===== src/hw/cpu_pkg.sv =====
`default_nettype none

package cpu_pkg;

    parameter int XLEN       = 32;
    parameter int REG_ADDR_W = 5;
    parameter int ISSUE_W    = 2;

    // 3R opcodes, instruction bits 31..15
    parameter logic [16:0] OP_3R_ADD = 17'h00020; // add.w
    parameter logic [16:0] OP_3R_SUB = 17'h00022; // sub.w
    parameter logic [16:0] OP_3R_AND = 17'h00029;
    parameter logic [16:0] OP_3R_OR  = 17'h0002a;
    parameter logic [16:0] OP_3R_XOR = 17'h0002b;

    // 2RI12 opcodes, instruction bits 31..22
    parameter logic [9:0] OP_RI12_ADDI = 10'h00a; // addi.w
    parameter logic [9:0] OP_RI12_ANDI = 10'h00d;
    parameter logic [9:0] OP_RI12_ORI  = 10'h00e;

    // one instruction word, two field layouts
    typedef union packed {
        struct packed {
            logic [16:0] op;
            logic [4:0]  rk;
            logic [4:0]  rj;
            logic [4:0]  rd;
        } r3;
        struct packed {
            logic [9:0]  op;
            logic [11:0] imm;
            logic [4:0]  rj;
            logic [4:0]  rd;
        } ri12;
    } insn_u;

    typedef enum logic [2:0] {
        ALU_NONE = 3'd0,
        ALU_ADD  = 3'd1,
        ALU_SUB  = 3'd2,
        ALU_AND  = 3'd3,
        ALU_OR   = 3'd4,
        ALU_XOR  = 3'd5
    } alu_op_e;

    // ALU_NONE means the word is not one of the kept instructions
    function automatic alu_op_e insn_alu_op(insn_u w);
        alu_op_e op;
        case (w.r3.op)
            OP_3R_ADD: op = ALU_ADD;
            OP_3R_SUB: op = ALU_SUB;
            OP_3R_AND: op = ALU_AND;
            OP_3R_OR:  op = ALU_OR;
            OP_3R_XOR: op = ALU_XOR;
            default: begin
                case (w.ri12.op)
                    OP_RI12_ADDI: op = ALU_ADD;
                    OP_RI12_ANDI: op = ALU_AND;
                    OP_RI12_ORI:  op = ALU_OR;
                    default:      op = ALU_NONE;
                endcase
            end
        endcase
        return op;
    endfunction

    // only 3R words read rk
    function automatic logic insn_is_3r(insn_u w);
        return w.r3.op inside {OP_3R_ADD, OP_3R_SUB, OP_3R_AND, OP_3R_OR, OP_3R_XOR};
    endfunction

endpackage

`default_nettype wire


===== src/hw/writeback_rf.sv =====
`timescale 1ns/1ps
`default_nettype none

module writeback_rf (
    input  logic                           clk,
    input  logic                           i_rst,
    input  logic [cpu_pkg::ISSUE_W-1:0]    i_wb_valid,
    input  logic [cpu_pkg::REG_ADDR_W-1:0] i_wb_rd [cpu_pkg::ISSUE_W],
    input  logic [cpu_pkg::XLEN-1:0]       i_wb_data [cpu_pkg::ISSUE_W],
    input  logic [cpu_pkg::REG_ADDR_W-1:0] i_raddr [2*cpu_pkg::ISSUE_W],
    output logic [cpu_pkg::XLEN-1:0]       o_rdata [2*cpu_pkg::ISSUE_W],
    output logic [cpu_pkg::ISSUE_W-1:0]    o_wb_we,
    output logic [cpu_pkg::REG_ADDR_W-1:0] o_wb_wnum [cpu_pkg::ISSUE_W],
    output logic [cpu_pkg::XLEN-1:0]       o_wb_wdata [cpu_pkg::ISSUE_W]
);

    localparam int NREG = 2 ** cpu_pkg::REG_ADDR_W;

    logic [cpu_pkg::XLEN-1:0]    regs [NREG];
    logic [cpu_pkg::ISSUE_W-1:0] wb_we;

    always_comb begin
        for (int k = 0; k < cpu_pkg::ISSUE_W; k++) begin
            wb_we[k] = i_wb_valid[k] && (i_wb_rd[k] != '0);  // r0 stays zero
        end
    end

    //////////////////////////////////////////////////
    // register array, lane 1 written last so it wins

    always_ff @(posedge clk) begin
        if (i_rst) begin
            for (int r = 0; r < NREG; r++) begin
                regs[r] <= '0;
            end
        end else begin
            for (int k = 0; k < cpu_pkg::ISSUE_W; k++) begin
                if (wb_we[k])
                    regs[i_wb_rd[k]] <= i_wb_data[k];
            end
        end
    end

    // read ports with write-through, r0 reads zero since it is never written
    always_comb begin
        for (int p = 0; p < 2*cpu_pkg::ISSUE_W; p++) begin
            o_rdata[p] = regs[i_raddr[p]];
            for (int k = 0; k < cpu_pkg::ISSUE_W; k++) begin
                if (wb_we[k] && i_wb_rd[k] == i_raddr[p])
                    o_rdata[p] = i_wb_data[k];  // younger lane overrides
            end
        end
    end

    // debug style report of every write, same cycle as the array update
    assign o_wb_we = wb_we;

    always_comb begin
        for (int k = 0; k < cpu_pkg::ISSUE_W; k++) begin
            o_wb_wnum[k]  = i_wb_rd[k];
            o_wb_wdata[k] = i_wb_data[k];
        end
    end

endmodule

`default_nettype wire


===== config.mk =====
export PLATFORM = sky130hd
export DESIGN_NAME = writeback_rf
export DESIGN_NICKNAME = d
export VERILOG_FILES = /design/src/hw/cpu_pkg.sv /design/src/hw/writeback_rf.sv
export SDC_FILE = /design/constraint.sdc
export NUM_CORES = 2
export LEC_CHECK = 0
export BUFFER_PORTS_ARGS = -buffer_cell sky130_fd_sc_hd__buf_2
export CAP_MARGIN = 20
export CORE_AREA = 5 5 477 479
export CTS_BUF_LIST = sky130_fd_sc_hd__clkbuf_2 sky130_fd_sc_hd__clkbuf_4 sky130_fd_sc_hd__clkbuf_8
export DETAILED_ROUTE_END_ITERATION = 8
export DIE_AREA = 0 0 482 484
export PLACE_DENSITY = 0.52
export SYNTH_ARGS = -nofsm -noshare
export SYNTH_HDL_FRONTEND = slang
export SYNTH_SLANG_ARGS = --single-unit

===== constraint.sdc =====
create_clock -name clk -period 4.4 [get_ports clk]
set_input_delay 0.44 -clock clk [delete_from_list [all_inputs] [get_ports clk]]
set_output_delay 0.44 -clock clk [all_outputs]
set_load 0.05 [all_outputs]

# Word level (Yosys, flattened, before mapping)
# Memory sizes are Yosys's and may differ from the RTL's.
# Cells that the tools add are included.
dict set report totals {
  latchBits 0
  memories 1
  word_cells 45
  rom_bits 0
  inputBits 98
  ram_bits 1024
  reg_bits 0
  output_inout_bits 204
}
dict set report op_classes {
  order_cmp 0
  reduce_logical 14
  bitwise 0
  div 0
  n_eq_ne 8
  shift 0
  multipliers 0
  n_mux 22
  addsub 0
}
# name words width rd rd_ports_with_merged_regs wr line_no
set mem_list {}
lappend mem_list {regs 32 32 4 0 32 writeback_rf.sv:19} ;# logic [cpu_pkg::XLEN-1:0] regs [NREG];
# cell count
set op_table {}
lappend op_table {{2-to-1 mux 32 bit} 10}
lappend op_table {{OR reduction 32 bit} 2}
lappend op_table {{equality test 5 bit} 8}
lappend op_table {{logical AND 1 bit} 10}
lappend op_table {{2-to-1 mux 1 bit} 10}
lappend op_table {{2-to-1 mux 5 bit} 2}
lappend op_table {{nonzero test 5 bit} 2}

# Longest topological paths before layout
dict set report depth {
  depth_word 7
  depth_mapped 10
  depth_no_buf 6
}

# Least setup slack after synthesis
# No wires, ideal clock.
dict set report synth_path {
  path_type {input-to-output}
  start {input i_wb_rd[2] (netlist name)}
  end {output o_rdata[86] (netlist name)}
  n_path_buf 2
  cell_stages 8
  required_ps 3960
  arrival_time_ps 4258
  setup_slack_ps -298
  path_cell_list {or3_1 -> clkbuf_1 -> o31ai_4 -> inv_2 -> nand4_2 -> buf_2 -> nor2_1 -> a2111oi_0}
}
# item line_no
set synth_lines {}
lappend synth_lines {{start: declaration} writeback_rf.sv:8} ;# input logic [cpu_pkg::REG_ADDR_W-1:0] i_wb_rd [cpu_pkg::ISSUE_W],
lappend synth_lines {{end: declaration} writeback_rf.sv:11} ;# output logic [cpu_pkg::XLEN-1:0] o_rdata [2*cpu_pkg::ISSUE_W],

==> flow_summary.toml <==
[run_status]
status = "finished with violations"
failed_checks = "negative setup slack"

[logic_synthesis]
synth_warnings = 0
synthCells = 5966
synth_edf_count = 1024
yosys-top-cells-count = "edfxtp_1 (1024), mux4_2 (1017), a22o_1 (863), clkbuf_1 (669), nand2_1 (662)"
synth_top_cell_by_area = "edfxtp_1"
synth_most_common_cell = "edfxtp_1"
synth.distinct_cells = 48
synthArstFlopShare_pct = 0
synth_top_area_share_pct = 39.7
ys.flop_type = "edfxtp_1"
yosysSeqAreaShare_pct = 39.7
netlist_area_um2 = 77500
syn_area_per_cell_um2 = 13.0
synth_area_leaders = "edfxtp_1 (40%), mux4_2 (30%), a22o_1 (9.8%), clkbuf_1 (3.2%), nand2_1 (3.2%)"
ys_ff_latch = 1024

[setup_path]
critPathLaunchType = "input port"
slowest_delay_ns = 1.00
cp.arrival_ns = 4.29
critPathKind = "in2out"
cp_cell_sequence = "buf_2, xor2_1, nor3_1, and4_2, buf_4, nor4_1, a2111oi_2, buf_4, buf_12"
path_delay_family = "simple AND/OR/NAND/NOR gates"
crit_top_cell = "buf_4"
cp_slowest_cell = "nor3_1"
cp_num_buf_inv = 4
path_max_fanout = 18
endpoint_kind = "primary output"
required_ns = 3.96

[sta]
finalSetupTns_ns = -0.398
timing.fmax_ghz = 0.211
finalCritPeriodShare_pct = 107
slew_headroom_pct = 13.0
final_hold_viol_count = 0
worst_pin_slew_ns = 1.31
hold_ws_ns = 0.0780
postLayoutSetupSlackWorst_ns = -0.330
setup_viol = 2
drv_slew = 0
fin_crit_ns = 4.73

[route]
drt-total-wl_um = 465000
viasPerCell = 7.76
antenna_left = 0
vias = 71200
avgRoutedWirePerCell_um = 50.7
dr.pass1.iters = 6
drt_iter0_drc = 13400
drc = 0

[layout]
seqCellArea_um2 = 30700
largest_reg_flops = 1024
multi_input_area_um2 = 43200
nets = 6105
regMostFlops = "regs"
reg_top3 = "regs x1024"
drive_above_1_share_pct = 37.2
area_delta_synth_final_pct = 15.2
final_cells = 9173
fillerInstances = 20600

[die]
fp-row-count = 174
die_h_um = 484
die_x_um = 482
core_um2 = 223000
initial_core_util_pct = 34.7
pin_count = 302
die_area_um2 = 233000

[power]
finalPower_mw = 29.9
leakagePower_nw = 29.2
max-vdd-ir-drop_mv = 0.231
p_per_area_nw_per_um2 = 336

[placement]
portBuffers = 301
dp_hpwl_um = 291000
dp_slack_ns = 0.112
dp.cells = 8791
routabilityCongestion = 1.04

[clock_network]
cts_tree = "built"
cts_sinks = 1024
root_buffer = "clkbuf_8"
cts_buffer_depth = 3
clkTransAtPathRegs_ns = 0.05
postCtsSetupRepairBufs = 0
cts_max_level = 4
numCtsBuffers = 191

[global_routing]
grt-ovfl-total = 0
track_usage_pct = 38.6
antenna_found_initial = 47
grt_start_max_net_pins = 65
grt_pass1_vias = 66100
grt_pass1_wl_um = 609000

[job]
cap_violations = 0

[hold_path]
hp-class = "in2reg"
==> path summary, 6_finish.rpt <==
kind | from | endpoint | slack (ns) | depth (start not counted)
worst min-delay path | i_wb_data[16] | regs[6][16]$_DFFE_PP_ | 0.08 | 3
worst max-delay path | i_raddr[18] | o_rdata[104] | -0.33 | 9
==> cell type report <==
| cell class | count | area share [%] |
|---|---|---|
| clock inverters | 95 | 0.767 |
| clock buffers | 241 | 3.37 |
| well taps | 2992 | 4.20 |
| multi-input cells | 3952 | 48.5 |
| repair buffers | 833 | 8.64 |
| inverters | 5 | 0.0210 |
| flip-flops and latches | 1024 | 34.5 |
| diodes | 31 | 0.0869 |
==> cell families (layout without fill, tap and decap cells) <==
family	after synthesis	count (layout)	synth area share [%]
mux	1031	1031	29.7
xor+xnor	40	40	0.452
compound gates	1695	1695	17.6
simple gates	1154	1154	6.74
other cells	1	63	0.00484
buf+inv	1021	1174	5.75
flops	1024	1024	39.7
==> worst min-delay path, stage by stage <==
cell     delay, ns
buf_2         0.28
nand2_1       0.11
o21ai_0       0.07
==> repair_timing <==
item	in CTS	in global routing
setup endpoints to repair	0	2
resized for setup	0	2
hold endpoints to repair	53	0
hold buffers	14	0
==> metrics by stage <==
step	instance area (µm²)	utilization, %
2_1_floorplan	77600	-
3_3_place_gp	85300	38.2
6_report	89200	40.0
5_1_grt	89200	40.0
4_1_cts	89100	39.9
3_5_place_dp	85300	38.2
==> cell usage in the layout (no fill, tap or decap), types with 29 or more instances in the layout <==
master,n
nand2_1,662
mux4_2,1017
and2_1,29
conb_1,32
clkinv_1,43
buf_12,152
nand4_1,47
clkbuf_4,49
a22oi_1,258
a22o_1,863
nor2_4,46
nor3_1,39
diode_2,31
o2111ai_1,63
a211oi_1,33
a2111o_1,50
nor4_1,64
edfxtp_1,1024
o21ai_0,256
buf_2,226
a221oi_1,127
nand3_1,77
clkinv_2,30
clkbuf_8,194
nor2_1,64
buf_4,430
==> metal layers <==
layer	GRT usage (%)	part of all wire, %	routed length, µm	vias to the layer above
met5	1.04	0.10	464	-
li1	-	-	-	25100
met2	52.5	41	189000	7894
met4	32.0	10	47900	38
met3	19.0	16	76300	2209
met1	45.5	33	152000	35900
==> power by group <==
group / switching, mW / total [mW] / internal, mW
Sequential: 0.611 / 12.0 / 11.4
Combinational: 5.22 / 8.30 / 3.07
Clock: 4.77 / 9.68 / 4.91
(Power assumes the default switching activity.)
