$ cat config.mk
export PLATFORM = sky130hd
export DESIGN_NAME = exe_lane
export DESIGN_NICKNAME = d
export VERILOG_FILES = /design/src/hw/cpu_pkg.sv /design/src/hw/exe_lane.sv
export SDC_FILE = /design/constraint.sdc
export NUM_CORES = 1
export LEC_CHECK = 0
export ABC_AREA = 1
export BUFFER_PORTS_ARGS = -buffer_cell sky130_fd_sc_hd__buf_2
export CAP_MARGIN = 10
export CORE_ASPECT_RATIO = 0.7
export CORE_MARGIN = 2
export CORE_UTILIZATION = 61
export CTS_CLUSTER_DIAMETER = 200
export CTS_CLUSTER_SIZE = 20
export DETAILED_ROUTE_END_ITERATION = 10
export PLACE_DENSITY = 0.95
export SETUP_SLACK_MARGIN = 0.2
export SYNTH_ARGS = -nofsm -noshare
export SYNTH_HDL_FRONTEND = slang
export SYNTH_SLANG_ARGS = --single-unit
$ cat constraint.sdc
create_clock -name clk -period 10.4 [get_ports clk]
set_input_delay 1.04 -clock clk [delete_from_list [all_inputs] [get_ports clk]]
set_output_delay 1.04 -clock clk [all_outputs]
set_load 0.01 [all_outputs]
$ cat src/hw/cpu_pkg.sv
`default_nettype none

package cpu_pkg;

    parameter int XLEN       = 32;
    parameter int REG_ADDR_W = 5;
    parameter int ISSUE_W    = 2;

    // 3R opcodes, instruction bits 31..15
    parameter logic [16:0] OP_3R_ADD = 17'h00020; // add.w
    parameter logic [16:0] OP_3R_SUB = 17'h00022; // sub.w
    parameter logic [16:0] OP_3R_AND = 17'h00029;
    parameter logic [16:0] OP_3R_OR  = 17'h0002a;
    parameter logic [16:0] OP_3R_XOR = 17'h0002b;

    // 2RI12 opcodes, instruction bits 31..22
    parameter logic [9:0] OP_RI12_ADDI = 10'h00a; // addi.w
    parameter logic [9:0] OP_RI12_ANDI = 10'h00d;
    parameter logic [9:0] OP_RI12_ORI  = 10'h00e;

    // one instruction word, two field layouts
    typedef union packed {
        struct packed {
            logic [16:0] op;
            logic [4:0]  rk;
            logic [4:0]  rj;
            logic [4:0]  rd;
        } r3;
        struct packed {
            logic [9:0]  op;
            logic [11:0] imm;
            logic [4:0]  rj;
            logic [4:0]  rd;
        } ri12;
    } insn_u;

    typedef enum logic [2:0] {
        ALU_NONE = 3'd0,
        ALU_ADD  = 3'd1,
        ALU_SUB  = 3'd2,
        ALU_AND  = 3'd3,
        ALU_OR   = 3'd4,
        ALU_XOR  = 3'd5
    } alu_op_e;

    // ALU_NONE means the word is not one of the kept instructions
    function automatic alu_op_e insn_alu_op(insn_u w);
        alu_op_e op;
        case (w.r3.op)
            OP_3R_ADD: op = ALU_ADD;
            OP_3R_SUB: op = ALU_SUB;
            OP_3R_AND: op = ALU_AND;
            OP_3R_OR:  op = ALU_OR;
            OP_3R_XOR: op = ALU_XOR;
            default: begin
                case (w.ri12.op)
                    OP_RI12_ADDI: op = ALU_ADD;
                    OP_RI12_ANDI: op = ALU_AND;
                    OP_RI12_ORI:  op = ALU_OR;
                    default:      op = ALU_NONE;
                endcase
            end
        endcase
        return op;
    endfunction

    // only 3R words read rk
    function automatic logic insn_is_3r(insn_u w);
        return w.r3.op inside {OP_3R_ADD, OP_3R_SUB, OP_3R_AND, OP_3R_OR, OP_3R_XOR};
    endfunction

endpackage

`default_nettype wire

$ cat src/hw/exe_lane.sv
`timescale 1ns/1ps
`default_nettype none

module exe_lane (
    input  logic                           clk,
    input  logic                           i_rst,
    input  logic                           i_valid,
    input  logic [cpu_pkg::XLEN-1:0]       i_ir,
    input  logic [cpu_pkg::XLEN-1:0]       i_src1,
    input  logic [cpu_pkg::XLEN-1:0]       i_src2,
    output logic                           o_valid,
    output logic [cpu_pkg::REG_ADDR_W-1:0] o_rd,
    output logic [cpu_pkg::XLEN-1:0]       o_result
);

    localparam int EXT_W = cpu_pkg::XLEN - 12;

    cpu_pkg::insn_u           ir;
    cpu_pkg::alu_op_e         alu_op;
    logic                     imm_form;
    logic [cpu_pkg::XLEN-1:0] imm_ext;
    logic [cpu_pkg::XLEN-1:0] op_b;
    logic [cpu_pkg::XLEN-1:0] alu_out;
    logic                     writes;

    assign ir       = i_ir;
    assign alu_op   = cpu_pkg::insn_alu_op(ir);
    assign imm_form = !cpu_pkg::insn_is_3r(ir);

    // only addi.w maps to add in the immediate form, so it alone is signed
    assign imm_ext = (alu_op == cpu_pkg::ALU_ADD)
                   ? {{EXT_W{ir.ri12.imm[11]}}, ir.ri12.imm}
                   : {{EXT_W{1'b0}}, ir.ri12.imm};

    assign op_b = imm_form ? imm_ext : i_src2;

    //////////////////////////////////////////////////
    // alu

    always_comb begin
        case (alu_op)
            cpu_pkg::ALU_ADD: alu_out = i_src1 + op_b;
            cpu_pkg::ALU_SUB: alu_out = i_src1 - op_b;
            cpu_pkg::ALU_AND: alu_out = i_src1 & op_b;
            cpu_pkg::ALU_OR:  alu_out = i_src1 | op_b;
            cpu_pkg::ALU_XOR: alu_out = i_src1 ^ op_b;
            default:          alu_out = '0;  // unknown word
        endcase
    end

    // unknown opcode or r0 target retires without a write
    assign writes = (alu_op != cpu_pkg::ALU_NONE) && (ir.r3.rd != '0);

    always_ff @(posedge clk) begin
        if (i_rst)
            o_valid <= 1'b0;
        else
            o_valid <= i_valid && writes;
    end

    always_ff @(posedge clk) begin
        o_rd     <= ir.r3.rd;  // rd sits in the same bits in both views
        o_result <= alu_out;
    end

endmodule

`default_nettype wire

* Yosys cells after proc, flatten, opt, wreduce, memory -nomap -nowiden *
Cells that the tools add are included.

storage, ports and cells
  bits of input ports = 99
  output and inout port bits = 38
  flip-flop bits (word level) = 38
  logic and storage cells = 31

operators by class
  equality and inequality tests = 13
  muxes and demuxes = 5
  bitwise gates (word level) = 3
  reduce and logical (&&, ||, !) cells = 5
  $add $sub $neg = 2

operators with widths
  kind                                                                     count
  32-bit one-hot mux with 5 select lines                                   1
  17-bit by 6-bit equality test with 1-bit output (second input constant)  5
  32-bit 2-to-1 mux                                                        2
  32-bit adder                                                             1
  32-bit bitwise AND                                                       1
  32-bit OR                                                                1
  32-bit subtractor                                                        1
  32-bit bitwise XOR                                                       1
  10-bit by 4-bit equality test with 1-bit output (second input constant)  3
  3-bit one-hot mux with 5 select lines                                    1
  5-bit nonzero test                                                       2
  3-bit one-hot mux with 3 select lines                                    1
  3-bit by 2-bit equality test with 1-bit output (second input constant)   2
  3-bit equality test (second input constant)                              2
  3-bit by 1-bit equality test with 1-bit output (second input constant)   1
  3-bit nonzero test                                                       1
  1-bit logical AND                                                        2

* Longest topological paths before layout *
  word-level depth = 8
  gate-level depth with buffers = 36
  mapped depth without buffers = 35

* Worst setup path after synthesis *
Ideal clock, no wire load.

  path type = input to register
  from = in i_ir[20] in the netlist's numbering
  to = reg o_result[28] in the netlist's numbering
  data arrival time = 5,049 ps
  stages = 27
  data required time = 10,279 ps
  path slack = 5,230 ps
  path through = inv_1 nor2_1 nand2_4 nor2_1 nand3_1 nand2_2 nor2_4 nand2_4 buf_6 nor2_1 nor2_1 inv_1 ha_1 or2_2 o21ai_0 inv_1 fa_1 o31ai_1 a21oi_1 o21ai_0 nand2_1 o21ai_0 a21boi_0 o31ai_1 nand2_1 nand2_1 nand2_1

on the way
  longest elaborated chain between the ends = 7
  elaborated cells between the ends (all ways) = 20
  classes of those cells = 2 x add/sub; 10 x eq/ne; 4 x mux; 3 x bitwise; 1 x reduce/logical

ends and longest elaborated chain
  element                                          line                            text
  from (decl)                                      exe_lane.sv:8                   input logic [cpu_pkg::XLEN-1:0] i_ir,
  17-bit by 6-bit equality test with 1-bit output  cpu_pkg.sv:49, cpu_pkg.sv:69
  3-bit one-hot mux with 5 select lines            cpu_pkg.sv:49                   case (w.r3.op)
  3-bit by 1-bit equality test with 1-bit output   exe_lane.sv:31, exe_lane.sv:41
  32-bit 2-to-1 mux                                exe_lane.sv:32                  ? {{EXT_W{ir.ri12.imm[11]}}, ir.ri12.imm}
  32-bit 2-to-1 mux                                exe_lane.sv:35                  assign op_b = imm_form ? imm_ext : i_src2;
  32-bit subtractor, or another cell as far along  exe_lane.sv:43                  cpu_pkg::ALU_SUB: alu_out = i_src1 - op_b;
  32-bit one-hot mux with 5 select lines *         exe_lane.sv:41                  case (alu_op)
  via alu_out, one bit                             exe_lane.sv:23                  logic [cpu_pkg::XLEN-1:0] alu_out;
  to (signal assigned)                             exe_lane.sv:63                  o_result <= alu_out;
  to (decl)                                        exe_lane.sv:13                  output logic [cpu_pkg::XLEN-1:0] o_result

The timed path passes the listed nets; every way through them passes the cells marked *.
A chain may end at the register's enable or synchronous reset.

* Worst setup path after layout *
  from = in i_ir[21] in the netlist's numbering
  to = reg o_result[28] in the netlist's numbering

Same word-level chain as after synthesis.

==> flow_summary_export.csv <==
group,metric,value,unit
power_and_ir_drop,p_per_area,62.6,nW/um^2
floorplanning,coreArea,9570,um^2
global_route,grt_pass1_wl,29.6,mm
final_layout,layout.nets,1265,
critical_path,worstPathMaxFanout,22,
final_layout,seqCellArea,761,um^2
global_route,antenna_found_initial,0,
synthesis,synthTopCellsByArea,"ha_1 20%, nand2_1 14%, dfxtp_1 13%",
timing,tns,0,ns
timing,fmax,136,MHz
global_route,grt_overflow_total,0,
critical_path,cp.required,10.64,ns
clock_tree,cts_tree,"built",
clock_tree,cts_resized,0,
drt,antenna_left,0,
final_layout,antenna_cells,0,
timing,fin_crit,7.34,ns
clock_tree,cts_hold_buf,0,
critical_path,crit_type,"in -> reg",
synthesis,yosys.area.top_type_share,20.3,%
synthesis,yosysWarnings,0,
floorplanning,rows,30,
status,status,"complete, no violations",
drt,wl,18.2,mm
global_route,track_usage,35.0,%
critical_path,cp-start-kind,"input pin",
synthesis,syn_nets,1145,
floorplanning,initial_core_util,61.8,%
drt,drcViolationCount,0,
power_and_ir_drop,leakagePower,3.95,nW
synthesis,yosys_register_bits,38,
synthesis,synth_top_area_cell,"ha_1",
clock_tree,htreeDepth,2,
place,gp_congestion,0.990,
critical_path,end_kind,"flop",
synthesis,synth-edff-count,0,
synthesis,async_flop_share,0,%
timing,fin_crit_sh,70.5,%
global_route,grt_pass1_vias,6398,
timing,relSlewSlack,15.5,%
synthesis,ys_seq_area_share,12.9,%
clock_tree,cts_setup_buffers,0,
drt,drtIter0Drc,824,
final_layout,drive_gt1_share,16.7,%
final_layout,fill_cells,831,
timing,tightest_slew,1.27,ns
place,place_hpwl,14.3,mm
floorplanning,fp.dieW,122,um
final_layout,stdcell_count,1197,
hold_path,hold_class,"in -> reg",
clock_tree,clk_path_buf_depth,2,
final_layout,multi_input_area,4540,um^2
synthesis,synth_common_cells,"227 x nand2_1, 133 x inv_1, 97 x nor2_1",
global_route,grt_max_degree,35,
floorplanning,io_pins,137,
drt,via_count,6974,
floorplanning,dieArea,10500,um^2
synthesis,ys_types,46,
synthesis,synth_most_common_cell,"nand2_1",
power_and_ir_drop,peakVddDrop,58.7,uV
synthesis,avgSynthCellArea,6.23,um^2
final_layout,syn_to_final_growth,14.8,%
drt,drt-vias-per-instance,5.83,
clock_tree,numClockSinks,38,
synthesis,dominantRegCellSynth,"dfxtp_1",
synthesis,synthCells,949,
timing,hold_viol,0,
clock_tree,path_clk_slew,0.07,ns
place,io_buffers,131,
timing,rsz0062_at_grt,"false",
critical_path,critPathArrivalTime,7.57,ns
place,dp.cells,1190,
clock_tree,root_buffer,"clkbuf_16",
drt,drt-wirelength-per-cell,15.2,um
floorplanning,die_y,86.4,um
timing,slew_violations,0,
flow_run,max-cap-violations,0,
timing,setup_viol,0,
drt,dr.pass1.iters,6,
clock_tree,cts_made_buffers,5,
synthesis,syn_area,5910,um^2
## path summary, 6_finish.rpt
| check | start | slack [ns] | end | depth (start not counted) |
|---|---|---|---|---|
| min | i_ir[4] | 0.87 | o_rd[4] | 1 |
| max | i_ir[21] | 3.06 | o_result[28] | 26 |
## state kept, by name, indices dropped and copies added (netlist names)
name	count
o_valid	1
o_rd	5
o_result	32
## logic make-up after synthesis
| family | Yosys count | share of synthesized area (%) |
|---|---|---|
| adder cells (fa/ha/maj) | 97 | 20.7 |
| XOR/XNOR | 34 | 5.04 |
| AND/OR/NAND/NOR | 436 | 32.1 |
| flip-flops | 38 | 12.9 |
| buffers and inverters | 159 | 10.5 |
| AO/OA/AOI/OAI | 185 | 18.8 |
## final cells by class
type                    count  share of cell area [%]
multi-input cells         752                    66.8
flip-flops and latches     38                    11.2
repair buffers            134                    9.99
inverters                 138                    7.63
well taps                 128                    2.36
clock buffers               5                    1.84
clock inverters             2                   0.147
## through the flow
stage / hold WS, ns / worst slack, ns / util, % / area [um^2] / power [mW]
after CTS: 0.867 / 3.50 / 70.9 / 6790 / 0.422
after global routing: 0.864 / 2.80 / 70.9 / 6790 / 0.446
after detailed placement: 1.16 / 3.31 / 69.5 / 6650 / 0.271
after floorplan: 1.07 / 5.23 / - / 5910 / 0.224
after global placement: 1.16 / 3.41 / 69.5 / 6650 / 0.267
final: 0.868 / 3.06 / 70.9 / 6790 / 0.425
## where the power goes
part | switching (mW) | total [mW] | leakage [nW] | internal, mW
clock | 0.0648 | 0.152 | 0.0694 | 0.0868
combinational | 0.0792 | 0.126 | 3.57 | 0.0469
sequential | 0.000272 | 0.147 | 0.308 | 0.147
total | 0.144 | 0.425 | 3.95 | 0.281
## placed cells by master (no fill, tap or decap), types with 7 or more instances in the layout
master	count
ha_1	96
nand4_1	16
o21ai_0	59
o2111ai_1	12
nor2_2	8
nand2_1	227
nor2_1	96
a21o_1	7
nand3_1	57
buf_2	131
a21oi_1	55
dfxtp_1	38
a221oi_1	8
o21ai_1	9
inv_1	133
xor2_1	30
## metal layers
| metal | GRT usage [%] | part of all wire (%) | routed length, um |
|---|---|---|---|
| met1 | 47.3 | 42 | 7700 |
| met3 | 9.41 | 13 | 2350 |
| met4 | 11.2 | 3.1 | 557 |
| met2 | 54.3 | 42 | 7580 |
| met5 | 0 | 0 | 0 |
## critical path: stages
cell and delay (ns):
buf_2 0.15, nor2_1 0.08, nand2_4 0.12, inv_2 0.08, nand3_1 0.08, nand2_1 0.08
nand2_1 0.06, nand3_1 0.35, nand2_1 0.18, nand2_1 0.13, nor2_1 0.74, inv_1 0.65
o21ai_0 0.42, inv_1 0.10, fa_1 0.48, o31ai_1 0.62, a21oi_1 0.22, o21ai_0 0.36
nand2_1 0.15, o21ai_0 0.51, a21boi_0 0.33, o31ai_1 0.35, nor2_1 0.07, nor2_1 0.08
nand2_1 0.07, nand2_1 0.05
Note: power is estimated with default switching activity, not from simulation.
