$ cat config.mk
export PLATFORM = sky130hd
export DESIGN_NAME = instr_buffer
export DESIGN_NICKNAME = d
export VERILOG_FILES = /design/src/hw/cpu_pkg.sv /design/src/hw/instr_buffer.sv
export SDC_FILE = /design/constraint.sdc
export NUM_CORES = 1
export LEC_CHECK = 0
export ABC_CLOCK_PERIOD_IN_PS = 3900
export BUFFER_PORTS_ARGS = -buffer_cell sky130_fd_sc_hd__buf_2
export CORE_UTILIZATION = 45
export CTS_CLUSTER_DIAMETER = 120
export DETAILED_ROUTE_END_ITERATION = 16
export GPL_ROUTABILITY_DRIVEN = 0
export PLACE_DENSITY = 0.75
export SLEW_MARGIN = 40
export SYNTH_ARGS = -nofsm -noshare
export SYNTH_HDL_FRONTEND = slang
export SYNTH_SLANG_ARGS = --single-unit
$ cat constraint.sdc
create_clock -name clk -period 3.9 [get_ports clk]
set_input_delay 0.39 -clock clk [delete_from_list [all_inputs] [get_ports clk]]
set_output_delay 0.39 -clock clk [all_outputs]
set_load 0.02 [all_outputs]
$ cat src/hw/cpu_pkg.sv
`default_nettype none

package cpu_pkg;

    parameter int XLEN       = 32;
    parameter int REG_ADDR_W = 5;
    parameter int ISSUE_W    = 2;

    // 3R opcodes, instruction bits 31..15
    parameter logic [16:0] OP_3R_ADD = 17'h00020; // add.w
    parameter logic [16:0] OP_3R_SUB = 17'h00022; // sub.w
    parameter logic [16:0] OP_3R_AND = 17'h00029;
    parameter logic [16:0] OP_3R_OR  = 17'h0002a;
    parameter logic [16:0] OP_3R_XOR = 17'h0002b;

    // 2RI12 opcodes, instruction bits 31..22
    parameter logic [9:0] OP_RI12_ADDI = 10'h00a; // addi.w
    parameter logic [9:0] OP_RI12_ANDI = 10'h00d;
    parameter logic [9:0] OP_RI12_ORI  = 10'h00e;

    // one instruction word, two field layouts
    typedef union packed {
        struct packed {
            logic [16:0] op;
            logic [4:0]  rk;
            logic [4:0]  rj;
            logic [4:0]  rd;
        } r3;
        struct packed {
            logic [9:0]  op;
            logic [11:0] imm;
            logic [4:0]  rj;
            logic [4:0]  rd;
        } ri12;
    } insn_u;

    typedef enum logic [2:0] {
        ALU_NONE = 3'd0,
        ALU_ADD  = 3'd1,
        ALU_SUB  = 3'd2,
        ALU_AND  = 3'd3,
        ALU_OR   = 3'd4,
        ALU_XOR  = 3'd5
    } alu_op_e;

    // ALU_NONE means the word is not one of the kept instructions
    function automatic alu_op_e insn_alu_op(insn_u w);
        alu_op_e op;
        case (w.r3.op)
            OP_3R_ADD: op = ALU_ADD;
            OP_3R_SUB: op = ALU_SUB;
            OP_3R_AND: op = ALU_AND;
            OP_3R_OR:  op = ALU_OR;
            OP_3R_XOR: op = ALU_XOR;
            default: begin
                case (w.ri12.op)
                    OP_RI12_ADDI: op = ALU_ADD;
                    OP_RI12_ANDI: op = ALU_AND;
                    OP_RI12_ORI:  op = ALU_OR;
                    default:      op = ALU_NONE;
                endcase
            end
        endcase
        return op;
    endfunction

    // only 3R words read rk
    function automatic logic insn_is_3r(insn_u w);
        return w.r3.op inside {OP_3R_ADD, OP_3R_SUB, OP_3R_AND, OP_3R_OR, OP_3R_XOR};
    endfunction

endpackage

`default_nettype wire

$ cat src/hw/instr_buffer.sv
`timescale 1ns/1ps
`default_nettype none

module instr_buffer #(
    parameter int BUF_DEPTH = 4
) (
    input  logic                     clk,
    input  logic                     i_rst,
    input  logic                     i_push,
    input  logic [cpu_pkg::XLEN-1:0] i_ir0,
    input  logic [cpu_pkg::XLEN-1:0] i_ir1,
    input  logic [1:0]               i_take,
    output logic [cpu_pkg::XLEN-1:0] o_head_ir0,
    output logic [cpu_pkg::XLEN-1:0] o_head_ir1,
    output logic [1:0]               o_head_valid,
    output logic                     o_full
);

    localparam int PTR_W = (BUF_DEPTH > 1) ? $clog2(BUF_DEPTH) : 1;
    localparam int CNT_W = $clog2(BUF_DEPTH + 1);

    logic [cpu_pkg::XLEN-1:0] mem_ir0 [BUF_DEPTH];
    logic [cpu_pkg::XLEN-1:0] mem_ir1 [BUF_DEPTH];

    logic [PTR_W-1:0] wr_ptr;
    logic [PTR_W-1:0] rd_ptr;
    logic [CNT_W-1:0] count;
    logic             half_taken;  // older word of head already issued
    logic             do_push;
    logic             do_pop;
    logic             not_empty;

    assign not_empty = (count != '0);
    assign o_full    = (count == CNT_W'(BUF_DEPTH));
    assign do_push   = i_push && !o_full;  // push while full is dropped

    // head leaves once both of its words are gone
    assign do_pop = not_empty && (half_taken ? (i_take != 2'd0) : (i_take == 2'd2));

    assign o_head_ir0   = mem_ir0[rd_ptr];
    assign o_head_ir1   = mem_ir1[rd_ptr];
    assign o_head_valid = !not_empty ? 2'b00 : (half_taken ? 2'b01 : 2'b11);

    //////////////////////////////////////////////////
    // pointers, count, half flag

    always_ff @(posedge clk) begin
        if (i_rst) begin
            wr_ptr     <= '0;
            rd_ptr     <= '0;
            count      <= '0;
            half_taken <= 1'b0;
        end else begin
            if (do_push) begin
                wr_ptr <= (wr_ptr == PTR_W'(BUF_DEPTH - 1)) ? '0 : wr_ptr + 1'b1;
            end
            if (do_pop) begin
                rd_ptr <= (rd_ptr == PTR_W'(BUF_DEPTH - 1)) ? '0 : rd_ptr + 1'b1;
            end
            case ({do_push, do_pop})
                2'b10:   count <= count + 1'b1;
                2'b01:   count <= count - 1'b1;
                default: count <= count;
            endcase
            if (do_pop)
                half_taken <= 1'b0;
            else if (not_empty && !half_taken && i_take == 2'd1)
                half_taken <= 1'b1;  // split pair, younger stays
        end
    end

    // pair storage
    always_ff @(posedge clk) begin
        if (do_push) begin
            mem_ir0[wr_ptr] <= i_ir0;
            mem_ir1[wr_ptr] <= i_ir1;
        end
    end

endmodule

`default_nettype wire

## Word-level counts from Yosys, hierarchy flattened

Memory sizes are Yosys's and may differ from the RTL's. A register that Yosys moved wholly into a read port is not among the register bits.
Cells that the tools add are included.

| cells by class | value |
|---|---|
| $add $sub $neg | 4 |
| eq/ne operators | 7 |
| mux-type cells | 12 |
| reduce and logical (&&, ||, !) cells | 10 |

Operator list:

| cell | count |
|---|---|
| 2-bit two-way mux | 8 |
| 2-bit equality test, second input constant | 4 |
| 3-bit case mux with 2 select lines | 1 |
| 2-bit by 1-bit adder with 2-bit output, second input constant | 2 |
| 2-bit by 1-bit equality test with 1-bit output, second input constant | 2 |
| 1-bit logical AND | 4 |
| 2-bit nonzero test | 2 |
| 3-bit by 1-bit adder with 3-bit output, second input constant | 1 |
| 3-bit equality test, second input constant | 1 |
| 1-bit two-way mux | 3 |
| 3-bit nonzero test | 1 |
| 3-bit by 1-bit subtractor with 3-bit output, second input constant | 1 |
| 1-bit logical NOT | 2 |
| 2-bit OR reduction | 1 |

| word-level totals | value |
|---|---|
| register bits after elaboration | 8 |
| RAM bits | 256 |
| bits of input ports | 69 |
| output and inout port bits | 67 |
| word-level logic and storage cells | 39 |
| memories kept | 2 |

Memory list:

| name | depth | bits a word | rd ports | clocked after memory_dff | wr ports | line | source |
|---|---|---|---|---|---|---|---|
| mem_ir0 | 4 | 32 | 1 | 1 | 1 | instr_buffer.sv:22 | `logic [cpu_pkg::XLEN-1:0] mem_ir0 [BUF_DEPTH];` |
| mem_ir1 | 4 | 32 | 1 | 1 | 1 | instr_buffer.sv:23 | `logic [cpu_pkg::XLEN-1:0] mem_ir1 [BUF_DEPTH];` |

## Depth between registers and ports, before layout

Gate-level depths: netlist of run 1.

| depth | value |
|---|---|
| word-level depth | 5 |
| depth in mapped cells | 10 |
| gate-level depth less buffers | 9 |

## Worst setup path after synthesis of run 1

Ideal clock, no wire load.

| timing | value |
|---|---|
| path type | reg-to-reg |
| from | register count[1] |
| to | register count[2] |
| library setup time | 0.071 ns |
| data arrival time | 2.272 ns |
| data required time | 3.829 ns |
| slack | 1.558 ns |
| stages on the path, launching flop included | 11 |
| cells stage by stage | dfxtp_1 -> or3b_1 -> clkbuf_2 -> and2_4 -> inv_1 -> ha_1 -> inv_1 -> fa_1 -> xor2_1 -> or3_2 -> a21oi_1 |

| between the ends | value |
|---|---|
| word-level cells in the longest chain between the ends | 5 |
| elaborated cells between the ends (all ways) | 11 |
| classes of those cells | add/sub: 2; eq/ne: 3; mux: 1; reduce/logical: 5 |

RTL lines:

| element | line | source |
|---|---|---|
| start: declaration | instr_buffer.sv:27 | `logic [CNT_W-1:0] count;` |
| start signal: assignment | instr_buffer.sv:61 | `2'b10: count <= count + 1'b1;` |
| start signal: assignment | instr_buffer.sv:62 | `2'b01: count <= count - 1'b1;` |
| start signal: assignment | instr_buffer.sv:63 | `default: count <= count;` |
| 3-bit equality test | instr_buffer.sv:34 | `assign o_full = (count == CNT_W'(BUF_DEPTH));` |
| 1-bit logical NOT | instr_buffer.sv:35 | `assign do_push = i_push && !o_full;` |
| 1-bit logical AND | instr_buffer.sv:35 |  |
| 2-bit by 1-bit equality test with 1-bit output / 2-bit equality test (equally long branches) | instr_buffer.sv:60 | `case ({do_push, do_pop})` |
| 3-bit case mux with 2 select lines / 2-bit nonzero test (equally long branches) | -- |  |

Parallel ways exist; a longest one is shown, timed or not.
A chain may end at the register's enable or synchronous reset.

==> reports/qor.yml, run 1 <==
status: "complete, no violations"
worstMarginPinSlew_ns: 0.818
cts-root-to-sink-buffers: 3
cts_tree: "yes"
report.final.hold_viol_count: 0
finalMaxSlewViolations: 0
drt_first_iter_violations: 215
cts-hold-fix-buffers: 0
drt-vias-per-instance: 5.27
clock_insertion_delay_worst_skew_ns: 0.53
grt_overflow: 0
clock_buffers_created_by_tritoncts: 27
maximum_number_of_pins_on_one_net_before_global_route_repair: 36
synth_seq_area_share: 0.806
cts_root_buffer: "clkbuf_16"
die_area_sq_mm: 0.0223
tritoncts_num_sinks: 266
i_o_pin_total: 136
worst-r2r-setup-slack_ns: 1.34
setup.worst_path.end: "o_head_ir0[7]"
post_cts_resize_count: 0
cp_num_cells: 3
worstSetupEndpointType: "primary output"
postCtsSetupRepairBufs: 0
min_period_over_period: 0.726
yosysWarnings: 0
r2r-start: "count[2]"
area_post_placement_sq_mm: 0.0109
crit_buf_inv: 2
number_of_antenna_diodes: 0
synth.lib_cells_used.distinct: 28
ys.flop_type: "edfxtp_1"
core.rowCount: 53
count_of_vias_placed_by_the_detailed_router: 4487
setup.worst_path.class: "register to primary output"
number_of_flops_mapped_to_enable_cells_by_yosys: 256
crit-reg2reg-capture: "count[2]"
final_hold_slack_ns: 0.0701
crit_family: "flip-flops"
min_period_ns: 2.83
route.antenna.remaining_nets: 0
rsz_0062_raised_after_global_routing: "no"
coreArea_sq_mm: 0.0212
critPathMaxFanout: 35
netlist_instances: 398
nets: 631
timing.max_slew.rel_slack: 0.451
die_height_um: 149
post_drt_wl_per_cell_um: 20.3
cp.required_ns: 3.51
post_synth_net_total: 474
fillerInstances: 1569
power_leakage_nw: 3.96
min_delay_worst_type: "input pin to register"
grt_antenna_before_repair: 1
final_layout_size_suffix_gt1_frac: 0.446
cts_htree_levels: 1
grt_first_pass_wirelength_mm: 26.6
drt_pass1_iterations: 4
final_routed_drc_violation_total: 0
flow.area_growth_from_synthesis_pct: 20.4
fmax_mhz: 353
max_stage_delay_ns: 0.77
max-vdd-ir-drop_mv: 0.438
critPathLaunchType: "register"
critical_path.cell_chain: "buf_12 > mux4_2 > buf_2"
syn_area_per_cell_sq_um: 24.6
power-per-cell-area_mw_per_mm2: 618
timing.max_cap.violations: 0
fin_skew_ns: 0.0236
grt_pass1_vias: 4975
setup-violations-final: 0
stdcell_area_sq_mm: 0.0118
worst_r2r_path_depth: 9
worstPathArrival_ns: 2.44
numPortBuffers: 135
floorplan.initialDensity: 0.462
clock_input_transition_at_the_sequential_cells_of_the_worst_setup_and_hold_paths_ns: 0.06
dpl.hpwl_mm: 10.9
final_common_cell: "edfxtp_1"
grt.total_usage: 0.158
synth-async-reset-ratio: 0
final_cell_mix: "edfxtp_1, buf_2, mux4_2"
tns_ns: 0
finalWirelength_mm: 17.2
standard_cell_with_the_maximum_stage_delay_on_the_critical_path: "dfxtp_4"
synth.ff_latch_count: 266
syn-cell-area_sq_mm: 0.00978
die_w_um: 149
## flip-flops by register name, summed over array words and instances (netlist names), named ones only
register,cells
mem_ir0,128
mem_ir1,128
count,3
rd_ptr,2
wr_ptr,2
half_taken,1
## worst min-delay path by stage
stage	start	end	slack [ns]	cells past startpoint
5_1_grt	i_ir0[19]	mem_ir0[0][19]	0.05	1
3_5_place_dp	rd_ptr[1]	register	0.50	2
6_report	i_ir1[8]	mem_ir1[1][8]	0.07	1
2_1_floorplan	count[2]	count[2]	0.47	2
3_3_place_gp	rd_ptr[1]	register	0.47	2
4_1_cts	i_ir1[8]	mem_ir1[3][8]	0.05	1
## metal layers
metal  GRT usage  up-vias  share of wire  routed length, um
met5           0        -        0.00075                 13
met4      0.0383        2          0.017                290
met3      0.0363       27          0.061               1050
met2       0.275      115           0.51               8800
met1       0.201     2340           0.41               7080
li1            -     2003              -                  -
## per-stage QoR
stage | cells | setup WS [ns] | util | total power [mW]
floorplan | 398 | 1.56 | - | 4.44
global placement | 792 | 1.48 | 0.508 | 4.81
detailed placement | 801 | 1.38 | 0.516 | 4.90
CTS | 851 | 0.978 | 0.557 | 7.37
global route | 851 | 0.896 | 0.557 | 7.57
finish | 851 | 1.07 | 0.557 | 7.27
## cell usage after synthesis (all sizes together), types with 2 or more instances
master	number	share of area
nand3	2	0.0010
nand2b	2	0.0013
nand2	2	0.00077
xor2	2	0.0018
inv	8	0.0031
clkbuf	3	0.0013
and3	4	0.0031
edfxtp	256	0.79
o21ai	2	0.0010
a21oi	4	0.0020
ha	6	0.0077
mux4	64	0.15
dfxtp	10	0.020
nor3	2	0.0010
nor2	6	0.0023
mux2i	2	0.0020
buf	14	0.0090
## report_power, final
part | switching [mW] | leakage (nW) | total [mW] | internal (mW)
sequential | 0.123 | 2.43 | 3.51 | 3.38
clock | 1.02 | 0.419 | 2.46 | 1.44
combinational | 0.744 | 1.11 | 1.31 | 0.565
## cell families (layout without fill, tap and decap cells)
kind of cell             count (synthesis)  in the layout  synth area share
AO/OA/AOI/OAI                            9              9           0.00576
flip-flops                             266            266             0.806
XOR/XNOR                                 2              2           0.00179
AND/OR/NAND/NOR                         23             23            0.0138
multiplexers                            66             66             0.149
buffers and inverters                   25            203            0.0133
adder cells (fa/ha/maj)                  7              7           0.00972
## layout make-up
| type | count | area, sq um | share of cell area |
|---|---|---|---|
| Clock inverter | 13 | 128 | 0.0108 |
| Clock buffer | 37 | 723 | 0.0614 |
| Multi-Input combinational cell | 107 | 1780 | 0.151 |
| Sequential cell | 266 | 7900 | 0.670 |
| Tap cell | 275 | 344 | 0.0292 |
| Inverter | 8 | 30.0 | 0.00255 |
| Timing Repair Buffer | 145 | 876 | 0.0744 |
(Power assumes the default switching activity.)
==> run 2: changes to the inputs <==
--- a/config.mk
+++ b/config.mk
@@ -5,13 +5,13 @@
 export SDC_FILE = /design/constraint.sdc
 export NUM_CORES = 1
 export LEC_CHECK = 0
-export ABC_CLOCK_PERIOD_IN_PS = 3900
+export ABC_CLOCK_PERIOD_IN_PS = 2600
 export BUFFER_PORTS_ARGS = -buffer_cell sky130_fd_sc_hd__buf_2
 export CORE_UTILIZATION = 45
 export CTS_CLUSTER_DIAMETER = 120
 export DETAILED_ROUTE_END_ITERATION = 16
 export GPL_ROUTABILITY_DRIVEN = 0
-export PLACE_DENSITY = 0.75
+export PLACE_DENSITY = 0.78
 export SLEW_MARGIN = 40
 export SYNTH_ARGS = -nofsm -noshare
 export SYNTH_HDL_FRONTEND = slang
==> constraint.sdc (replaced) <==
create_clock -name clk -period 2.6 [get_ports clk]
set_input_delay 0.26 -clock clk [delete_from_list [all_inputs] [get_ports clk]]
set_output_delay 0.26 -clock clk [all_outputs]
set_load 0.02 [all_outputs]
==> run 2 against run 1 <==
Net effect: clock-buffer cell count shrank 8; die area is the same; register-to-register slack lost 1.2 ns; combinational power grew 60%; hold slack lost 0.012 ns; global-route usage grew 1.0 points; first-iteration DRC count grew 0.93%; routed wire length grew 6.3%; power grew 51%; non-clock buffer count grew 69; critical endpoint is now count[2]; largest cell class unchanged; highest routed layer is now met4.
==> reports/qor.yml, run 2 (synthesis results as in run 1) <==
fmax_mhz: 414
count_of_vias_placed_by_the_detailed_router: 4751
area_post_placement_sq_mm: 0.0109
status: "complete, no violations"
dpl.hpwl_mm: 11.0
grt_pass1_vias: 5303
post_route_worst_setup_slack_ns: 0.183
tns_ns: 0
clock_insertion_delay_worst_skew_ns: 0.51
drt-vias-per-instance: 5.19
crit_buf_inv: 2
maximum_number_of_pins_on_one_net_before_global_route_repair: 52
cts_htree_levels: 1
cts-hold-fix-buffers: 64
final_cell_mix: "edfxtp_1, buf_2, mux4_2, dlygate4sd3_1, clkbuf_16"
final_routed_drc_violation_total: 0
i_o_pin_total: 136
drt_pass1_iterations: 4
worstMarginPinSlew_ns: 0.724
stdcell_area_sq_mm: 0.0124
flow.area_growth_from_synthesis_pct: 26.9
power_leakage_nw: 4.24
nets: 700
grt_antenna_before_repair: 0
max_stage_delay_ns: 0.42
clock_buffers_created_by_tritoncts: 27
timing.max_cap.violations: 0
critPathLaunchType: "register"
route.antenna.remaining_nets: 0
critical_path.cell_chain: "or3b_1 > and2_4 > inv_1 > ha_1 > inv_1 > fa_1 > xor2_1 > or3_2 > a21oi_1"
timing.max_slew.rel_slack: 0.514
worstSetupEndpointType: "register"
drt_first_iter_violations: 217
post-place-ws_ns: 0.198
final_layout_size_suffix_gt1_frac: 0.407
power-per-cell-area_mw_per_mm2: 886
max-vdd-ir-drop_mv: 0.581
standard_cell_with_the_maximum_stage_delay_on_the_critical_path: "or3_2"
die_area_sq_mm: 0.0223
setup.worst_path.class: "register to register"
postCtsSetupRepairBufs: 0
grt_first_pass_wirelength_mm: 28.3
worst_r2r_path_depth: 9
tritoncts_num_sinks: 266
fillerInstances: 1511
coreArea_sq_mm: 0.0212
min_period_ns: 2.42
clock_input_transition_at_the_sequential_cells_of_the_worst_setup_and_hold_paths_ns: 0.06
fin_total_pwr_mw: 11.0
cts_root_buffer: "clkbuf_16"
report.final.hold_viol_count: 0
grt_overflow: 0
holdPathStages: 2
post_drt_wl_per_cell_um: 20.0
biggestRegsByFlops: "mem_ir0 (128), mem_ir1 (128), count (3)"
cts-root-to-sink-buffers: 3
finalMaxSlewViolations: 0
rsz_0062_raised_after_global_routing: "no"
die_height_um: 149
die_w_um: 149
most_frequent_cell_on_the_critical_path: "inv_1"
critPathMaxFanout: 4
min_delay_worst_type: "input pin to register"
worstPathArrival_ns: 2.86
cp.required_ns: 3.04
min_period_over_period: 0.930
post_cts_resize_count: 0
crit_family: "simple AND/OR/NAND/NOR gates"
fin_skew_ns: 0.0137
finalWirelength_mm: 18.3
cts_tree: "yes"
setup-violations-final: 0
floorplan.initialDensity: 0.462
numPortBuffers: 135
core.rowCount: 53
cp_num_cells: 9
grt.total_usage: 0.168
final_common_cell: "edfxtp_1"
number_of_antenna_diodes: 0
-- run 2: power by group --
part	switching, mW	total [mW]	internal, mW
sequential	0.143	5.22	5.08
clock	1.48	3.67	2.18
combinational	1.18	2.10	0.921
-- run 2: final timing paths --
| path | to | start | slack, ns |
|---|---|---|---|
| max | count[2] | count[2] | 0.18 |
| min | half_taken | i_rst | 0.06 |
| max reg2reg | count[2] | count[2] | 0.18 |
| min reg2reg | register | rd_ptr[0] | 0.52 |
-- run 2: layout make-up --
cell class / instances / area, sq um / share of cell area
Clock buffer: 29 / 683 / 0.0550
Tap cell: 275 / 344 / 0.0277
Timing Repair Buffer: 214 / 1520 / 0.122
Multi-Input combinational cell: 107 / 1780 / 0.143
Inverter: 8 / 30.0 / 0.00242
Clock inverter: 17 / 161 / 0.0130
Sequential cell: 266 / 7900 / 0.636
-- run 2: worst register-to-register path: cells and delay by family (launching register included) --
kind / cells / cell delay [ns]
buffers and inverters: 2 / 0.11
AOI/OAI and AO/OA: 1 / 0.16
xor gates and xnor gates: 1 / 0.17
adders and majority gates: 2 / 0.56
DFF: 1 / 0.37
and+or+nand+nor: 3 / 0.98
-- run 2: metal layers --
layer / vias up / track usage / part of all wire
met5: - / 0 / 0
li1: 2135 / - / -
met3: 35 / 0.0280 / 0.049
met1: 2439 / 0.201 / 0.39
met4: 0 / 0.0485 / 0.019
met2: 142 / 0.311 / 0.55
-- run 2: metrics by stage --
stage / std cells / util / hold slack (ns)
floorplan: 398 / - / 0.359
global placement: 806 / 0.516 / 0.469
detailed placement: 806 / 0.516 / 0.476
CTS: 916 / 0.587 / 0.0278
global route: 916 / 0.587 / 0.0546
finish: 916 / 0.587 / 0.0577
